<file path="src/logic/thumb_pkg.sv">
package thumb_pkg;

    // width of a core word and of the generated immediate
    localparam int WORD = 32;

    // every Thumb instruction arrives as one halfword
    localparam int HALF_WORD = 16;

    // register index width covers r0 to r15
    localparam int REG_W = 4;

    // branch condition field width
    localparam int COND_W = 4;

    // fixed register indices used by SP and PC relative formats
    localparam logic [REG_W-1:0] REG_SP = 4'd13;
    localparam logic [REG_W-1:0] REG_PC = 4'd15;

    // width of the sign-extended BL offset before widening to WORD
    localparam int BL_OFFSET_W = 25;

    // width of the doubled conditional branch offset
    localparam int COND_OFFSET_W = 9;

    // width of the doubled unconditional branch offset
    localparam int UNCOND_OFFSET_W = 12;

    // instruction classes recognised by the decode front end
    typedef enum logic [4:0] {
        // lsl, lsr and asr with a 5-bit shift amount
        CLS_SHIFT_IMM,
        // add and sub with three low registers
        CLS_ADD_SUB_REG,
        // add and sub with a 3-bit immediate
        CLS_ADD_SUB_IMM3,
        // mov, cmp, add and sub with an 8-bit immediate
        CLS_IMM8,
        // register to register ALU operations
        CLS_DATA_PROC,
        // ldr from a PC relative literal
        CLS_LOAD_LIT,
        // load and store with a register offset
        CLS_LS_REG,
        // word load and store with a 5-bit immediate offset
        CLS_LS_WORD_IMM,
        // byte load and store with a 5-bit immediate offset
        CLS_LS_BYTE_IMM,
        // halfword load and store with a 5-bit immediate offset
        CLS_LS_HALF_IMM,
        // load and store relative to SP
        CLS_LS_SP,
        // address generation relative to PC
        CLS_ADR,
        // address generation relative to SP
        CLS_ADD_SP,
        // add or subtract an immediate to SP itself
        CLS_SP_ADJ,
        // conditional branch with an 8-bit offset
        CLS_COND_BRANCH,
        // unconditional branch with an 11-bit offset
        CLS_UNCOND_BRANCH,
        // first halfword of a branch with link
        CLS_BL_PREFIX,
        // second halfword of a branch with link, combined with its prefix
        CLS_BL,
        // a valid encoding outside the decoded subset
        CLS_OTHER,
        // a BL second halfword with no prefix in front of it
        CLS_ILLEGAL
    } instr_class_e;

    // one decoded instruction as it leaves the front end
    typedef struct packed {
        instr_class_e      cls;
        logic [REG_W-1:0]  rd;
        logic [REG_W-1:0]  rn;
        logic [REG_W-1:0]  rm;
        logic [COND_W-1:0] cond;
        logic [WORD-1:0]   imm;
    } decoded_t;

endpackage

</file>
<file path="src/logic/thumb_imm_gen.sv">
`timescale 1ns/1ns

module thumb_imm_gen (
    input  logic                            clk_i,
    input  logic                            rst_n_i,
    input  logic [thumb_pkg::HALF_WORD-1:0] instr_i,
    input  logic                            instr_valid_i,
    input  thumb_pkg::instr_class_e         cls_i,
    output logic [thumb_pkg::WORD-1:0]      imm_o
);
    import thumb_pkg::*;

    // last halfword seen on a strobe, which is the prefix when a BL completes
    logic [HALF_WORD-1:0]       prefix_q;

    logic                       bl_s;
    logic                       bl_i1;
    logic                       bl_i2;
    logic [BL_OFFSET_W-1:0]     bl_offset;
    logic [COND_OFFSET_W-1:0]   cond_offset;
    logic [UNCOND_OFFSET_W-1:0] uncond_offset;

    // branch offsets are halfword aligned so the low bit is always zero
    always_comb begin
        bl_s          = prefix_q[10];
        bl_i1         = ~(instr_i[13] ^ bl_s);
        bl_i2         = ~(instr_i[11] ^ bl_s);
        bl_offset     = {bl_s, bl_i1, bl_i2, prefix_q[9:0], instr_i[10:0], 1'b0};
        cond_offset   = {instr_i[7:0], 1'b0};
        uncond_offset = {instr_i[10:0], 1'b0};
    end

    always_comb begin
        case (cls_i)
            CLS_SHIFT_IMM: begin
                imm_o = WORD'(instr_i[10:6]);
            end
            CLS_ADD_SUB_IMM3: begin
                imm_o = WORD'(instr_i[8:6]);
            end
            CLS_IMM8: begin
                imm_o = WORD'(instr_i[7:0]);
            end
            CLS_ADR, CLS_LOAD_LIT, CLS_LS_SP: begin
                // word aligned offsets scaled by four
                imm_o = WORD'({instr_i[7:0], 2'b00});
            end
            CLS_DATA_PROC: begin
                // the reverse subtract takes its zero operand from here
                imm_o = '0;
            end
            CLS_LS_WORD_IMM: begin
                imm_o = WORD'({instr_i[10:6], 2'b00});
            end
            CLS_LS_BYTE_IMM: begin
                imm_o = WORD'(instr_i[10:6]);
            end
            CLS_LS_HALF_IMM: begin
                imm_o = WORD'({instr_i[10:6], 1'b0});
            end
            CLS_ADD_SP, CLS_SP_ADJ: begin
                imm_o = WORD'({instr_i[6:0], 2'b00});
            end
            CLS_COND_BRANCH: begin
                imm_o = {{(WORD-COND_OFFSET_W){cond_offset[COND_OFFSET_W-1]}}, cond_offset};
            end
            CLS_UNCOND_BRANCH: begin
                imm_o = {{(WORD-UNCOND_OFFSET_W){uncond_offset[UNCOND_OFFSET_W-1]}},
                         uncond_offset};
            end
            CLS_BL: begin
                imm_o = {{(WORD-BL_OFFSET_W){bl_offset[BL_OFFSET_W-1]}}, bl_offset};
            end
            default: begin
                imm_o = '0;
            end
        endcase
    end

    // every accepted halfword is kept so that a BL second half finds its prefix
    always_ff @(posedge clk_i) begin
        if (!rst_n_i) begin
            prefix_q <= '0;
        end else if (instr_valid_i) begin
            prefix_q <= instr_i;
        end
    end

endmodule

</file>
<file path="src/logic/thumb_field_decoder.sv">
`timescale 1ns/1ns

module thumb_field_decoder (
    input  logic                            clk_i,
    input  logic                            rst_n_i,
    input  logic [thumb_pkg::HALF_WORD-1:0] instr_i,
    input  logic                            instr_valid_i,
    output thumb_pkg::decoded_t             fields_o,
    output logic                            prefix_pending_o
);
    import thumb_pkg::*;

    logic [5:0]       op;
    instr_class_e     cls;
    logic             pending_q;

    logic [REG_W-1:0] lo_rd;
    logic [REG_W-1:0] lo_rn;
    logic [REG_W-1:0] lo_rm;
    logic [REG_W-1:0] hi_rd;

    // format map on the top six bits, first match wins
    always_comb begin
        op  = instr_i[15:10];
        cls = CLS_OTHER;
        casez (op)
            6'b00011?: begin
                // bit 10 selects the imm3 form over the register form
                if (instr_i[10]) begin
                    cls = CLS_ADD_SUB_IMM3;
                end else begin
                    cls = CLS_ADD_SUB_REG;
                end
            end
            6'b000???: cls = CLS_SHIFT_IMM;
            6'b001???: cls = CLS_IMM8;
            6'b010000: cls = CLS_DATA_PROC;
            6'b01001?: cls = CLS_LOAD_LIT;
            6'b0101??: cls = CLS_LS_REG;
            6'b0110??: cls = CLS_LS_WORD_IMM;
            6'b0111??: cls = CLS_LS_BYTE_IMM;
            6'b1000??: cls = CLS_LS_HALF_IMM;
            6'b1001??: cls = CLS_LS_SP;
            6'b10100?: cls = CLS_ADR;
            6'b10101?: cls = CLS_ADD_SP;
            6'b101100: begin
                // only 1011_0000 is the SP adjust, the rest of misc stays other
                if (instr_i[9:8] == 2'b00) begin
                    cls = CLS_SP_ADJ;
                end
            end
            6'b1101??: begin
                // condition codes 1110 and 1111 encode udf and svc
                if (instr_i[11:9] != 3'b111) begin
                    cls = CLS_COND_BRANCH;
                end
            end
            6'b11100?: cls = CLS_UNCOND_BRANCH;
            6'b11110?: cls = CLS_BL_PREFIX;
            6'b11111?, 6'b11101?: begin
                if (pending_q) begin
                    cls = CLS_BL;
                end else begin
                    cls = CLS_ILLEGAL;
                end
            end
            default: cls = CLS_OTHER;
        endcase
    end

    // candidate register fields for the low and high register layouts
    always_comb begin
        lo_rd = REG_W'(instr_i[2:0]);
        lo_rn = REG_W'(instr_i[5:3]);
        lo_rm = REG_W'(instr_i[8:6]);
        hi_rd = REG_W'(instr_i[10:8]);
    end

    always_comb begin
        fields_o     = '0;
        fields_o.cls = cls;
        case (cls)
            CLS_SHIFT_IMM, CLS_ADD_SUB_IMM3, CLS_DATA_PROC,
            CLS_LS_WORD_IMM, CLS_LS_BYTE_IMM, CLS_LS_HALF_IMM: begin
                fields_o.rd = lo_rd;
                fields_o.rn = lo_rn;
            end
            CLS_ADD_SUB_REG, CLS_LS_REG: begin
                fields_o.rd = lo_rd;
                fields_o.rn = lo_rn;
                fields_o.rm = lo_rm;
            end
            CLS_IMM8: begin
                // add, sub and cmp read the same register they name as rd
                fields_o.rd = hi_rd;
                fields_o.rn = hi_rd;
            end
            CLS_LOAD_LIT, CLS_ADR: begin
                fields_o.rd = hi_rd;
                fields_o.rn = REG_PC;
            end
            CLS_LS_SP, CLS_ADD_SP: begin
                fields_o.rd = hi_rd;
                fields_o.rn = REG_SP;
            end
            CLS_SP_ADJ: begin
                fields_o.rd = REG_SP;
                fields_o.rn = REG_SP;
            end
            CLS_COND_BRANCH: begin
                fields_o.cond = instr_i[11:8];
            end
            default: begin
                fields_o.rd = '0;
            end
        endcase
    end

    // any accepted halfword other than a prefix ends the pending state
    always_ff @(posedge clk_i) begin
        if (!rst_n_i) begin
            pending_q <= 1'b0;
        end else if (instr_valid_i) begin
            pending_q <= (cls == CLS_BL_PREFIX);
        end
    end

    assign prefix_pending_o = pending_q;

endmodule

</file>
<file path="src/logic/decode_register.sv">
`timescale 1ns/1ns

module decode_register (
    input  logic                       clk_i,
    input  logic                       rst_n_i,
    input  logic                       instr_valid_i,
    input  thumb_pkg::decoded_t        fields_i,
    input  logic [thumb_pkg::WORD-1:0] imm_i,
    output thumb_pkg::decoded_t        dec_o,
    output logic                       dec_valid_o
);
    import thumb_pkg::*;

    decoded_t merged;
    decoded_t dec_q;
    logic     emit;
    logic     dec_valid_q;

    // the field decoder leaves imm at zero, so the generated value goes in here
    always_comb begin
        merged     = fields_i;
        merged.imm = imm_i;
    end

    // a BL prefix only primes the next halfword and gives no result of its own
    assign emit = instr_valid_i && (fields_i.cls != CLS_BL_PREFIX);

    always_ff @(posedge clk_i) begin
        if (emit) begin
            dec_q <= merged;
        end
    end

    always_ff @(posedge clk_i) begin
        if (!rst_n_i) begin
            dec_valid_q <= 1'b0;
        end else begin
            dec_valid_q <= emit;
        end
    end

    assign dec_o       = dec_q;
    assign dec_valid_o = dec_valid_q;

endmodule

</file>
<file path="src/logic/thumb_decode_top.sv">
`timescale 1ns/1ns

module thumb_decode_top (
    input  logic                            clk_i,
    input  logic                            rst_n_i,
    input  logic [thumb_pkg::HALF_WORD-1:0] instr_i,
    input  logic                            instr_valid_i,
    output thumb_pkg::decoded_t             dec_o,
    output logic                            dec_valid_o
);
    import thumb_pkg::*;

    decoded_t         fields;
    logic [WORD-1:0]  imm;

    // the pending level is consumed inside the field decoder itself
    thumb_field_decoder i_field_decoder (
        .clk_i            (clk_i),
        .rst_n_i          (rst_n_i),
        .instr_i          (instr_i),
        .instr_valid_i    (instr_valid_i),
        .fields_o         (fields),
        .prefix_pending_o ()
    );

    thumb_imm_gen i_imm_gen (
        .clk_i         (clk_i),
        .rst_n_i       (rst_n_i),
        .instr_i       (instr_i),
        .instr_valid_i (instr_valid_i),
        .cls_i         (fields.cls),
        .imm_o         (imm)
    );

    decode_register i_decode_register (
        .clk_i         (clk_i),
        .rst_n_i       (rst_n_i),
        .instr_valid_i (instr_valid_i),
        .fields_i      (fields),
        .imm_i         (imm),
        .dec_o         (dec_o),
        .dec_valid_o   (dec_valid_o)
    );

endmodule

</file>
<file path="config.mk">
export PLATFORM = sky130hd
export DESIGN_NAME = thumb_decode_top
export DESIGN_NICKNAME = d
export VERILOG_FILES = /design/src/logic/thumb_pkg.sv /design/src/logic/thumb_imm_gen.sv /design/src/logic/thumb_field_decoder.sv /design/src/logic/decode_register.sv /design/src/logic/thumb_decode_top.sv
export SDC_FILE = /design/constraint.sdc
export NUM_CORES = 1
export LEC_CHECK = 0
export ABC_AREA = 1
export BUFFER_PORTS_ARGS = -buffer_cell sky130_fd_sc_hd__buf_2
export CORE_AREA = 2 2 80 82
export CTS_BUF_LIST = sky130_fd_sc_hd__clkbuf_4
export DETAILED_ROUTE_END_ITERATION = 6
export DIE_AREA = 0 0 82 84
export GPL_TIMING_DRIVEN = 0
export PLACE_DENSITY = 0.74
export SETUP_SLACK_MARGIN = 0.02
export SYNTH_ARGS = -nofsm -noshare
export SYNTH_HDL_FRONTEND = slang
export SYNTH_SLANG_ARGS = --single-unit
</file>
<file path="constraint.sdc">
create_clock -name clk_i -period 3.5 [get_ports clk_i]
set_input_delay 0.35 -clock clk_i [delete_from_list [all_inputs] [get_ports clk_i]]
set_output_delay 0.35 -clock clk_i [all_outputs]
set_load 0.03 [all_outputs]
</file>
==> flow_summary.toml, run 1 <==
[clocking]
cts_resized = 0
cts_tree = "yes"
postCtsSetupBuffers = 0
root_buffer = "clkbuf_4"
clockBufferDepth = 2
htree_levels = 3
cts_hold_buf = 0
numCtsBuffers = 9
clock_latency_ns = 0.40
clk_pin_slew_worst_paths_ns = 0.10
cts.sinks = 58

[drt]
via_per_inst = 5.05
final_antenna_net_count = 0
drt-initial-drc-count = 246
wl_per_cell_um = 13.8
firstDrtPassIters = 5
drc = 0
num_vias = 2466
drt_wl_total_um = 6750

[sta]
slew_viol_final = 0
clock-skew-final_ns = 0.0126
fin_crit_sh_pct = 48.1
worst_hold_slack_ns = 0.227
relSlewSlack_pct = 37.8
worstMarginPinSlew_ns = 0.931
fmax_mhz = 594
finalSetupTns_ns = 0
fin_crit_ns = 1.68
setup_viol = 0
rsz0062_at_grt = "false"
finalHoldViolCount = 0

[logic_synthesis]
synth-edff-count = 45
synth_seq_cells = 58
synth_top_area_share_pct = 46.3
synthDistinctLibCells = 31
yosysTopAreaCell = "edfxtp_1"
yosysSeqAreaShare_pct = 55.2
synth_fp_nets = 346
netlist_area_um2 = 2920
async_flop_share_pct = 0
yosysWarnings = 0
syn_inst = 327
synth_area_leaders = "edfxtp_1 46%, dfxtp_1 8.9%, nand2_1 7.2%, inv_1 5.4%, nor2_1 4.0%"
synth_ff_type = "edfxtp_1"
postSynthAreaPerCell_um2 = 8.92

[final_layout]
final_common_cell = "buf_2"
final_cell_mix = "69 x buf_2, 56 x nand2_1, 45 x edfxtp_1"
nets = 425
n_antenna_cell = 0
area_growth_pct = 19.3
post-route-util_pct = 57.1
final_area_um2 = 3480
drive_above_1_share_pct = 29.2

[min_path]
min_path_type = "input pin to flip-flop"

[floorplan]
die_h_um = 84
fp.coreArea_um2 = 6100
initial_core_util_pct = 47.9
ios = 73
dieArea_um2 = 6890
rows = 29
die_x_um = 82

[power]
p_int_w = 0.00111
pwr-share-comb_pct = 21.2
peakVddDrop_uv = 250
clkPwrFrac_pct = 28.1
seq_power_share_pct = 50.7
p_sw_share_pct = 31.6
power_density_nw_per_um2 = 466
p_leak_nw = 1.60
p_sw_w = 0.000513

[worst_setup_path]
startpoint_type = "input pin"
arrival_ns = 1.82
crit_type = "input pin to flip-flop"
path_max_fanout = 10
crit_path_end_kind = "flip-flop"
worst_ep_required_time_ns = 3.64

[flow_run]
maxCapViolCount = 0

[global_route]
grt_pass1_wl_um = 10800
grt_pass1_vias = 2267
antenna_found_initial = 0
overflow = 0
gr-usage-all-layers_pct = 20.9
grt_max_degree = 47

[status]
status = "complete, no violations"

[place]
io_buffer_count = 68
gp_congestion = 0.883
dp_hpwl_um = 5050
place_area_um2 = 3350
power by group through the flow:
stage | logic [W] | clock network, W | registers (W)
floorplan | 0.000142 | 0 | 0.000941
global placement | 0.000341 | 0 | 0.000837
detailed placement | 0.000345 | 0 | 0.000838
CTS | 0.000345 | 0.000459 | 0.000823
global route | 0.000375 | 0.000489 | 0.000828
finish | 0.000345 | 0.000456 | 0.000822
worst max-delay path, stage by stage:
cell and delay (ns):
buf_2 0.11, buf_6 0.14, inv_2 0.06, nand2_1 0.06, nor2_1 0.25, nor2_4 0.08, nand2_1 0.10, nor2_1 0.05
nand3_1 0.12, nand2_2 0.10, nand3_4 0.12, nand3_4 0.12, nand2_1 0.09, nand3_1 0.07
metrics by stage:
step           std cells  setup slack (ns)  total power (W)
2_1_floorplan        327              1.52          0.00108
3_3_place_gp         472              1.06          0.00118
3_5_place_dp         472              1.40          0.00118
4_1_cts              488              1.83          0.00163
5_1_grt              488              1.67          0.00169
6_report             488              1.82          0.00162
logic make-up after synthesis:
logic type	share of synthesized area, %
AND/OR/NAND/NOR	22.5
buffers and inverters	10.5
AO/OA/AOI/OAI	11.7
flip-flops	55.2
other	0.129
cells in the mapped netlist (2+ instances only):
cell	count
a221oi_1	3
nor2_2	5
clkbuf_1	3
nand4_1	7
buf_6	2
nor2_1	31
inv_2	7
o21ai_1	14
nor2_4	2
edfxtp_1	45
dfxtp_1	13
nand2_2	4
o21ai_0	21
o22ai_1	2
inv_1	42
o21ai_2	2
buf_4	10
nand3_4	2
nand3_1	23
nor3_1	2
nand2_1	56
a21oi_1	22
state kept, by name (all words and copies together) (netlist names):
| name | cells |
|---|---|
| i_decode_register.dec_o | 45 |
| i_decode_register.dec_valid_o | 1 |
| i_field_decoder.prefix_pending_o | 1 |
| i_imm_gen.prefix_q | 11 |
path summary, 6_finish.rpt:
path                            slack [ns]                              from                    endpoint  cells past startpoint
worst max-delay path                  1.82                       instr_i[13]  i_decode_register.dec_o[5]                     14
worst min-delay path                  0.23                           rst_n_i       i_imm_gen.prefix_q[1]                      3
worst max register to register        2.10  i_field_decoder.prefix_pending_o  i_decode_register.dec_o[5]                      8
worst min register to register        0.46             i_imm_gen.prefix_q[3]       i_imm_gen.prefix_q[3]                      2
metal layers:
layer	vias to the layer above	routed length (µm)	track usage (%)
met2	110	3280	32.1
li1	1249	-	-
met5	-	0	0
met3	9	507	5.41
met1	1098	2860	27.5
met4	0	99	9.09
cell type report:
type | instances | area, µm²
Clock inverter | 7 | 60.1
Sequential cell | 58 | 1610
Fill cell | 564 | 2610
Timing Repair Buffer | 68 | 340
Buffer | 17 | 118
Tap cell | 77 | 96.3
Multi-Input combinational cell | 202 | 1000
Clock buffer | 9 | 67.6
Inverter | 50 | 188
Power figures use the tool's default switching activity.
==> run 2: changes to the inputs <==
--- a/config.mk
+++ b/config.mk
@@ -5,12 +5,12 @@
 export SDC_FILE = /design/constraint.sdc
 export NUM_CORES = 1
 export LEC_CHECK = 0
-export ABC_AREA = 1
+export ABC_AREA = 0
 export BUFFER_PORTS_ARGS = -buffer_cell sky130_fd_sc_hd__buf_2
-export CORE_AREA = 2 2 80 82
+export CORE_AREA = 2 2 82 84
 export CTS_BUF_LIST = sky130_fd_sc_hd__clkbuf_4
 export DETAILED_ROUTE_END_ITERATION = 6
-export DIE_AREA = 0 0 82 84
+export DIE_AREA = 0 0 84 86
 export GPL_TIMING_DRIVEN = 0
 export PLACE_DENSITY = 0.74
 export SETUP_SLACK_MARGIN = 0.02
==> constraint.sdc (replaced) <==
create_clock -name clk_i -period 1.6 [get_ports clk_i]
set_input_delay 0.16 -clock clk_i [delete_from_list [all_inputs] [get_ports clk_i]]
set_output_delay 0.16 -clock clk_i [all_outputs]
set_load 0.03 [all_outputs]
==> flow_summary.toml, run 2 <==
[power]
seq_power_share_pct = 48.3
peakVddDrop_uv = 644
p_leak_nw = 1.71
power_density_nw_per_um2 = 962
clkPwrFrac_pct = 30.9
pwr-share-comb_pct = 20.8
p_int_w = 0.00262
p_sw_share_pct = 28.8
p_sw_w = 0.00106

[worst_setup_path]
path_max_fanout = 10
reg2reg_depth = 5
arrival_ns = 1.80
crit_path_end_kind = "flip-flop"
startpoint_type = "input pin"
worst_ep_required_time_ns = 1.86
crit_type = "input pin to flip-flop"

[sta]
clock-skew-final_ns = 0.00607
worstMarginPinSlew_ns = 0.590
fin_crit_ns = 1.54
rsz0062_at_grt = "true"
relSlewSlack_pct = 60.1
fin_crit_sh_pct = 96.1
slew_viol_final = 0
fmax_mhz = 650
setup_viol = 0
finalHoldViolCount = 0
setup_slack_ns = 0.0617

[place]
place_ws_ns = -0.630
place_area_um2 = 3570
io_buffer_count = 68
gp_congestion = 0.943
dp_hpwl_um = 5170

[drt]
highest-signal-layer = "met4"
m1WireLength_um = 3170
wl_met2_um = 3610
firstDrtPassIters = 5
drt_wl_total_um = 7590
drt-initial-drc-count = 225
final_antenna_net_count = 0
via_per_inst = 5.70
drc = 0
wl_met3_um = 557
num_vias = 2560
wl_per_cell_um = 16.9

[logic_synthesis]
synth_seq_cells = 58
yosysTopAreaCell = "edfxtp_1"
synthDistinctLibCells = 50
syn_inst = 284
postSynthAreaPerCell_um2 = 10.9
synth_fp_nets = 303
synth_area_leaders = "edfxtp_1 44%, dfxtp_1 8.4%, mux2i_1 4.2%, nor2b_1 3.8%, a21o_1 3.4%"
yosysMostFrequentCell = "edfxtp_1"
async_flop_share_pct = 0
synth-edff-count = 45
netlist_area_um2 = 3090
synthTopCellsByCount = "45 x edfxtp_1, 20 x nand2_1, 19 x nor2b_1"
yosysSeqAreaShare_pct = 52.1
synth_top_area_share_pct = 43.7
synth_ff_type = "edfxtp_1"
yosysWarnings = 0

[min_path]
min_path_type = "input pin to flip-flop"
hold_path_depth = 2

[final_layout]
drive_above_1_share_pct = 35.8
area_growth_pct = 23.6
post-route-util_pct = 60.9
final_area_um2 = 3820
largest_reg_flops = 45
final_common_cell = "buf_2"
nets = 386
n_antenna_cell = 0
final_cell_mix = "71 x buf_2, 45 x edfxtp_1, 19 x nand2_1, 19 x nor2b_1, 17 x nor2_1"

[floorplan]
initial_core_util_pct = 49.2
die_h_um = 86
die_x_um = 84
ios = 73
rows = 29
dieArea_um2 = 7220
fp.coreArea_um2 = 6280

[global_route]
grt_max_degree = 25
grt_pass1_vias = 2355
gr-usage-all-layers_pct = 21.2
overflow = 0
antenna_found_initial = 0
grt_pass1_wl_um = 11800

[clocking]
cts.sinks = 58
clockBufferDepth = 2
cts_tree = "yes"
cts_hold_buf = 0
root_buffer = "clkbuf_4"
htree_levels = 3
clk_pin_slew_worst_paths_ns = 0.09
clock_latency_ns = 0.39
numCtsBuffers = 9

[status]
status = "complete, no violations"

[flow_run]
maxCapViolCount = 0
run 2: changes by cell type after synthesis, sizes merged, moves of 14 or more:
cell   before  now
nor2b       0   19
nor2       38   18
o21ai      37   13
inv        49    6
nand2      60   20
nand3      26    4
a21o        0   14
run 2: cell families (layout without fill, tap and decap cells):
kind of cell / Yosys count / count (layout) / share of synthesized area [%]
other: 1 / 1 / 0.121
and+or+nand+nor: 100 / 100 / 18.9
muxes: 13 / 13 / 4.21
DFF: 58 / 58 / 52.1
AOI/OAI and AO/OA: 75 / 75 / 17.1
buffers and inverters: 37 / 125 / 7.45
run 2: final timing paths:
kind	startpoint	slack [ns]	to
setup reg to reg	i_field_decoder.prefix_pending_o	0.08	i_decode_register.dec_o[4]
hold / removal	rst_n_i	0.01	i_imm_gen.prefix_q[0]
setup / recovery	instr_i[13]	0.06	i_decode_register.dec_o[7]
hold reg to reg	i_imm_gen.prefix_q[5]	0.53	i_imm_gen.prefix_q[5]
run 2: cell type report:
type                       instances  area (µm²)
inverter                           6        26.3
multi-input combinational        189        1320
fill                             530        2460
buffer                            31         248
clock buffer                       9        67.6
clock inverter                     7        83.8
timing repair inverter             1        7.51
tap                               77        96.3
timing repair buffer              71         363
sequential                        58        1610
run 2: timing repair:
| action | 4_1_cts | 5_1_grt |
|---|---|---|
| pin swaps | 1 | 1 |
| resized for setup | 8 | 18 |
| endpoints found under the setup margin | 65 | 46 |
| cloned | 1 | 0 |
| buffers inserted | 2 | 1 |
run 2: metrics by stage:
step | TNS (ns) | total power, W | hold slack (ns) | instances
5_1_grt | 0 | 0.00381 | 0.00450 | 449
3_5_place_dp | -40.50 | 0.00254 | 0.422 | 429
6_report | 0 | 0.00368 | 0.0132 | 449
4_1_cts | 0 | 0.00367 | 0.00178 | 448
2_1_floorplan | -7.79 | 0.00234 | 0.288 | 284
3_3_place_gp | -38.55 | 0.00254 | 0.411 | 429
run 2: worst max-delay path, stage by stage:
cell      delay, ns
buf_2          0.12
clkbuf_4       0.18
nor4bb_1       0.55
nor2b_1        0.31
a21oi_1        0.11
nand2_2        0.19
a221o_1        0.18
run 2: power groups by stage:
stage	Clock, W	Sequential (W)	Combinational (W)
final	0.00114	0.00177	0.000766
after global placement	0	0.00181	0.000730
after CTS	0.00115	0.00178	0.000746
after detailed placement	0	0.00181	0.000734
after floorplan	0	0.00200	0.000336
after global routing	0.00121	0.00179	0.000813
run 2: routing by layer:
layer	vias up	track usage (%)
met2	132	33.3
met1	1193	27.3
li1	1210	-
met4	0	11.1
met5	-	0
met3	25	5.39
==> run 3: changes to the inputs <==
--- a/config.mk
+++ b/config.mk
@@ -7,11 +7,10 @@
 export LEC_CHECK = 0
 export ABC_AREA = 0
 export BUFFER_PORTS_ARGS = -buffer_cell sky130_fd_sc_hd__buf_2
-export CORE_AREA = 2 2 82 84
+export CORE_AREA = 2 2 97 71
 export CTS_BUF_LIST = sky130_fd_sc_hd__clkbuf_4
 export DETAILED_ROUTE_END_ITERATION = 6
-export DIE_AREA = 0 0 84 86
-export GPL_TIMING_DRIVEN = 0
+export DIE_AREA = 0 0 99 73
 export PLACE_DENSITY = 0.74
 export SETUP_SLACK_MARGIN = 0.02
 export SYNTH_ARGS = -nofsm -noshare
==> flow_summary.toml, run 3 (synthesis gave the netlist of run 2 again) <==
[status]
status = "complete, no violations"

[sta]
relSlewSlack_pct = 50.8
fin_crit_sh_pct = 90.5
slew_viol_final = 0
worstMarginPinSlew_ns = 0.734
fin_crit_ns = 1.45
clock-skew-final_ns = 0.0110
rsz0062_at_grt = "false"
finalSetupTns_ns = 0
setup_viol = 0
finalHoldViolCount = 0
fmax_mhz = 691

[min_path]
hold_end = "i_imm_gen.prefix_q[3]"
hold_path_depth = 2
holdCritStartpoint = "rst_n_i"
min_path_type = "input pin to flip-flop"

[global_route]
grt_pass1_vias = 2383
overflow = 0
antenna_found_initial = 0
grt_max_degree = 39
gr-usage-all-layers_pct = 22.6
grt_pass1_wl_um = 12400

[place]
gp_congestion = 0.978
io_buffer_count = 71
dp_hpwl_um = 6020
place_area_um2 = 3850

[worst_setup_path]
crit_type = "flip-flop to flip-flop"
reg2reg_depth = 3
arrival_ns = 1.73
crit_slowest_cell = "o21ai_1"
crit_path_end_kind = "flip-flop"
crit_buf_inv = 0
worstPathCellList = "nand2_1 -> o21ai_1 -> a221o_1"
startpoint_type = "flip-flop"
reg2reg_slack_ns = 0.15
cp_top_family = "compound AO/OA/AOI/OAI gates"
r2r_start = "i_field_decoder.prefix_pending_o"
timing.rr.end = "i_decode_register.dec_o[4]"
path_max_fanout = 8
worst_ep_required_time_ns = 1.88
slowest_delay_ns = 0.60

[final_layout]
final_common_cell = "buf_2"
nets = 414
multiInputGateArea_um2 = 1280
largest_reg_flops = 45
fill_cells = 529
final_area_um2 = 4020
drive_above_1_share_pct = 39.8
final_cell_mix = "71 x buf_2, 57 x buf_4, 45 x edfxtp_1"
area_growth_pct = 30.0
ff_latch_area_um2 = 1610
n_antenna_cell = 0

[clocking]
clockBufferDepth = 2
cts.sinks = 58
clk_pin_slew_worst_paths_ns = 0.11
clock_latency_ns = 0.42
numCtsBuffers = 9
cts_hold_buf = 0
root_buffer = "clkbuf_4"
cts_tree = "yes"
htree_levels = 3

[floorplan]
ios = 73
initial_core_util_pct = 48.2
dieArea_um2 = 7230
die_h_um = 73
die_x_um = 99
fp.coreArea_um2 = 6410
rows = 25

[drt]
wl_per_cell_um = 16.8
drc = 0
drt_wl_total_um = 8060
firstDrtPassIters = 4
via_per_inst = 5.54
final_antenna_net_count = 0
drt-initial-drc-count = 244
num_vias = 2667

[flow_run]
maxCapViolCount = 0

[power]
p_leak_nw = 1.85
peakVddDrop_uv = 446
power_density_nw_per_um2 = 940
fin_total_pwr_w = 0.00378
-- run 3: per-stage QoR --
step                utilization (%)  hold WS (ns)  instances  setup slack, ns
floorplan                         -         0.288        284           -0.224
global placement               60.0         0.498        465           -0.214
detailed placement             60.0         0.509        465           -0.260
CTS                            62.4        0.0798        481            0.146
global route                   62.6        0.0655        481           0.0235
finish                         62.6        0.0883        481            0.152
-- run 3: worst max path at each step --
stage | from | end | depth (start not counted)
CTS | i_field_decoder.prefix_pending_o | i_decode_register.dec_o[4] | 5
finish | i_field_decoder.prefix_pending_o | i_decode_register.dec_o[4] | 3
detailed placement | instr_i[10] | i_decode_register.dec_o[2] | 7
global route | i_field_decoder.prefix_pending_o | i_decode_register.dec_o[3] | 5
global placement | instr_i[14] | i_decode_register.dec_o[1] | 6
floorplan | instr_i[10] | i_decode_register.dec_o[4] | 6
-- run 3: what timing repair did --
action                                  4_1_cts  5_1_grt
resized for setup                             0        2
endpoints found under the hold margin         0        0
endpoints found under the setup margin        0        2
setup buffers                                 0        0
-- run 3: layout make-up --
| class | count | share of cell area (%) |
|---|---|---|
| Clock buffer | 10 | 1.87 |
| Multi-Input combinational cell | 189 | 31.8 |
| Inverter | 6 | 0.654 |
| Timing Repair Buffer | 131 | 21.0 |
| Tap cell | 81 | 2.52 |
| Clock inverter | 6 | 2.02 |
| Sequential cell | 58 | 40.1 |
-- run 3: worst reg2reg max path: stages (launching register included) --
cell     delay [ns]
dfxtp_1        0.38
nand2_1        0.08
o21ai_1        0.60
a221o_1        0.26
-- run 3: layer usage --
layer | vias to the layer above | global-route usage, % | share of wire [%] | routed length (µm)
met2 | 121 | 33.0 | 43 | 3450
met1 | 1273 | 32.1 | 47 | 3770
met3 | 14 | 6.42 | 8.5 | 686
li1 | 1259 | - | - | -
met5 | - | 0 | 0 | 0
met4 | 0 | 8.37 | 1.8 | 148
-- run 3: power breakdown --
group / switching, W / internal [W] / leakage (nW)
registers: 0.0000323 / 0.00174 / 0.552
logic: 0.000514 / 0.000298 / 1.21
clock network: 0.000548 / 0.000641 / 0.0854
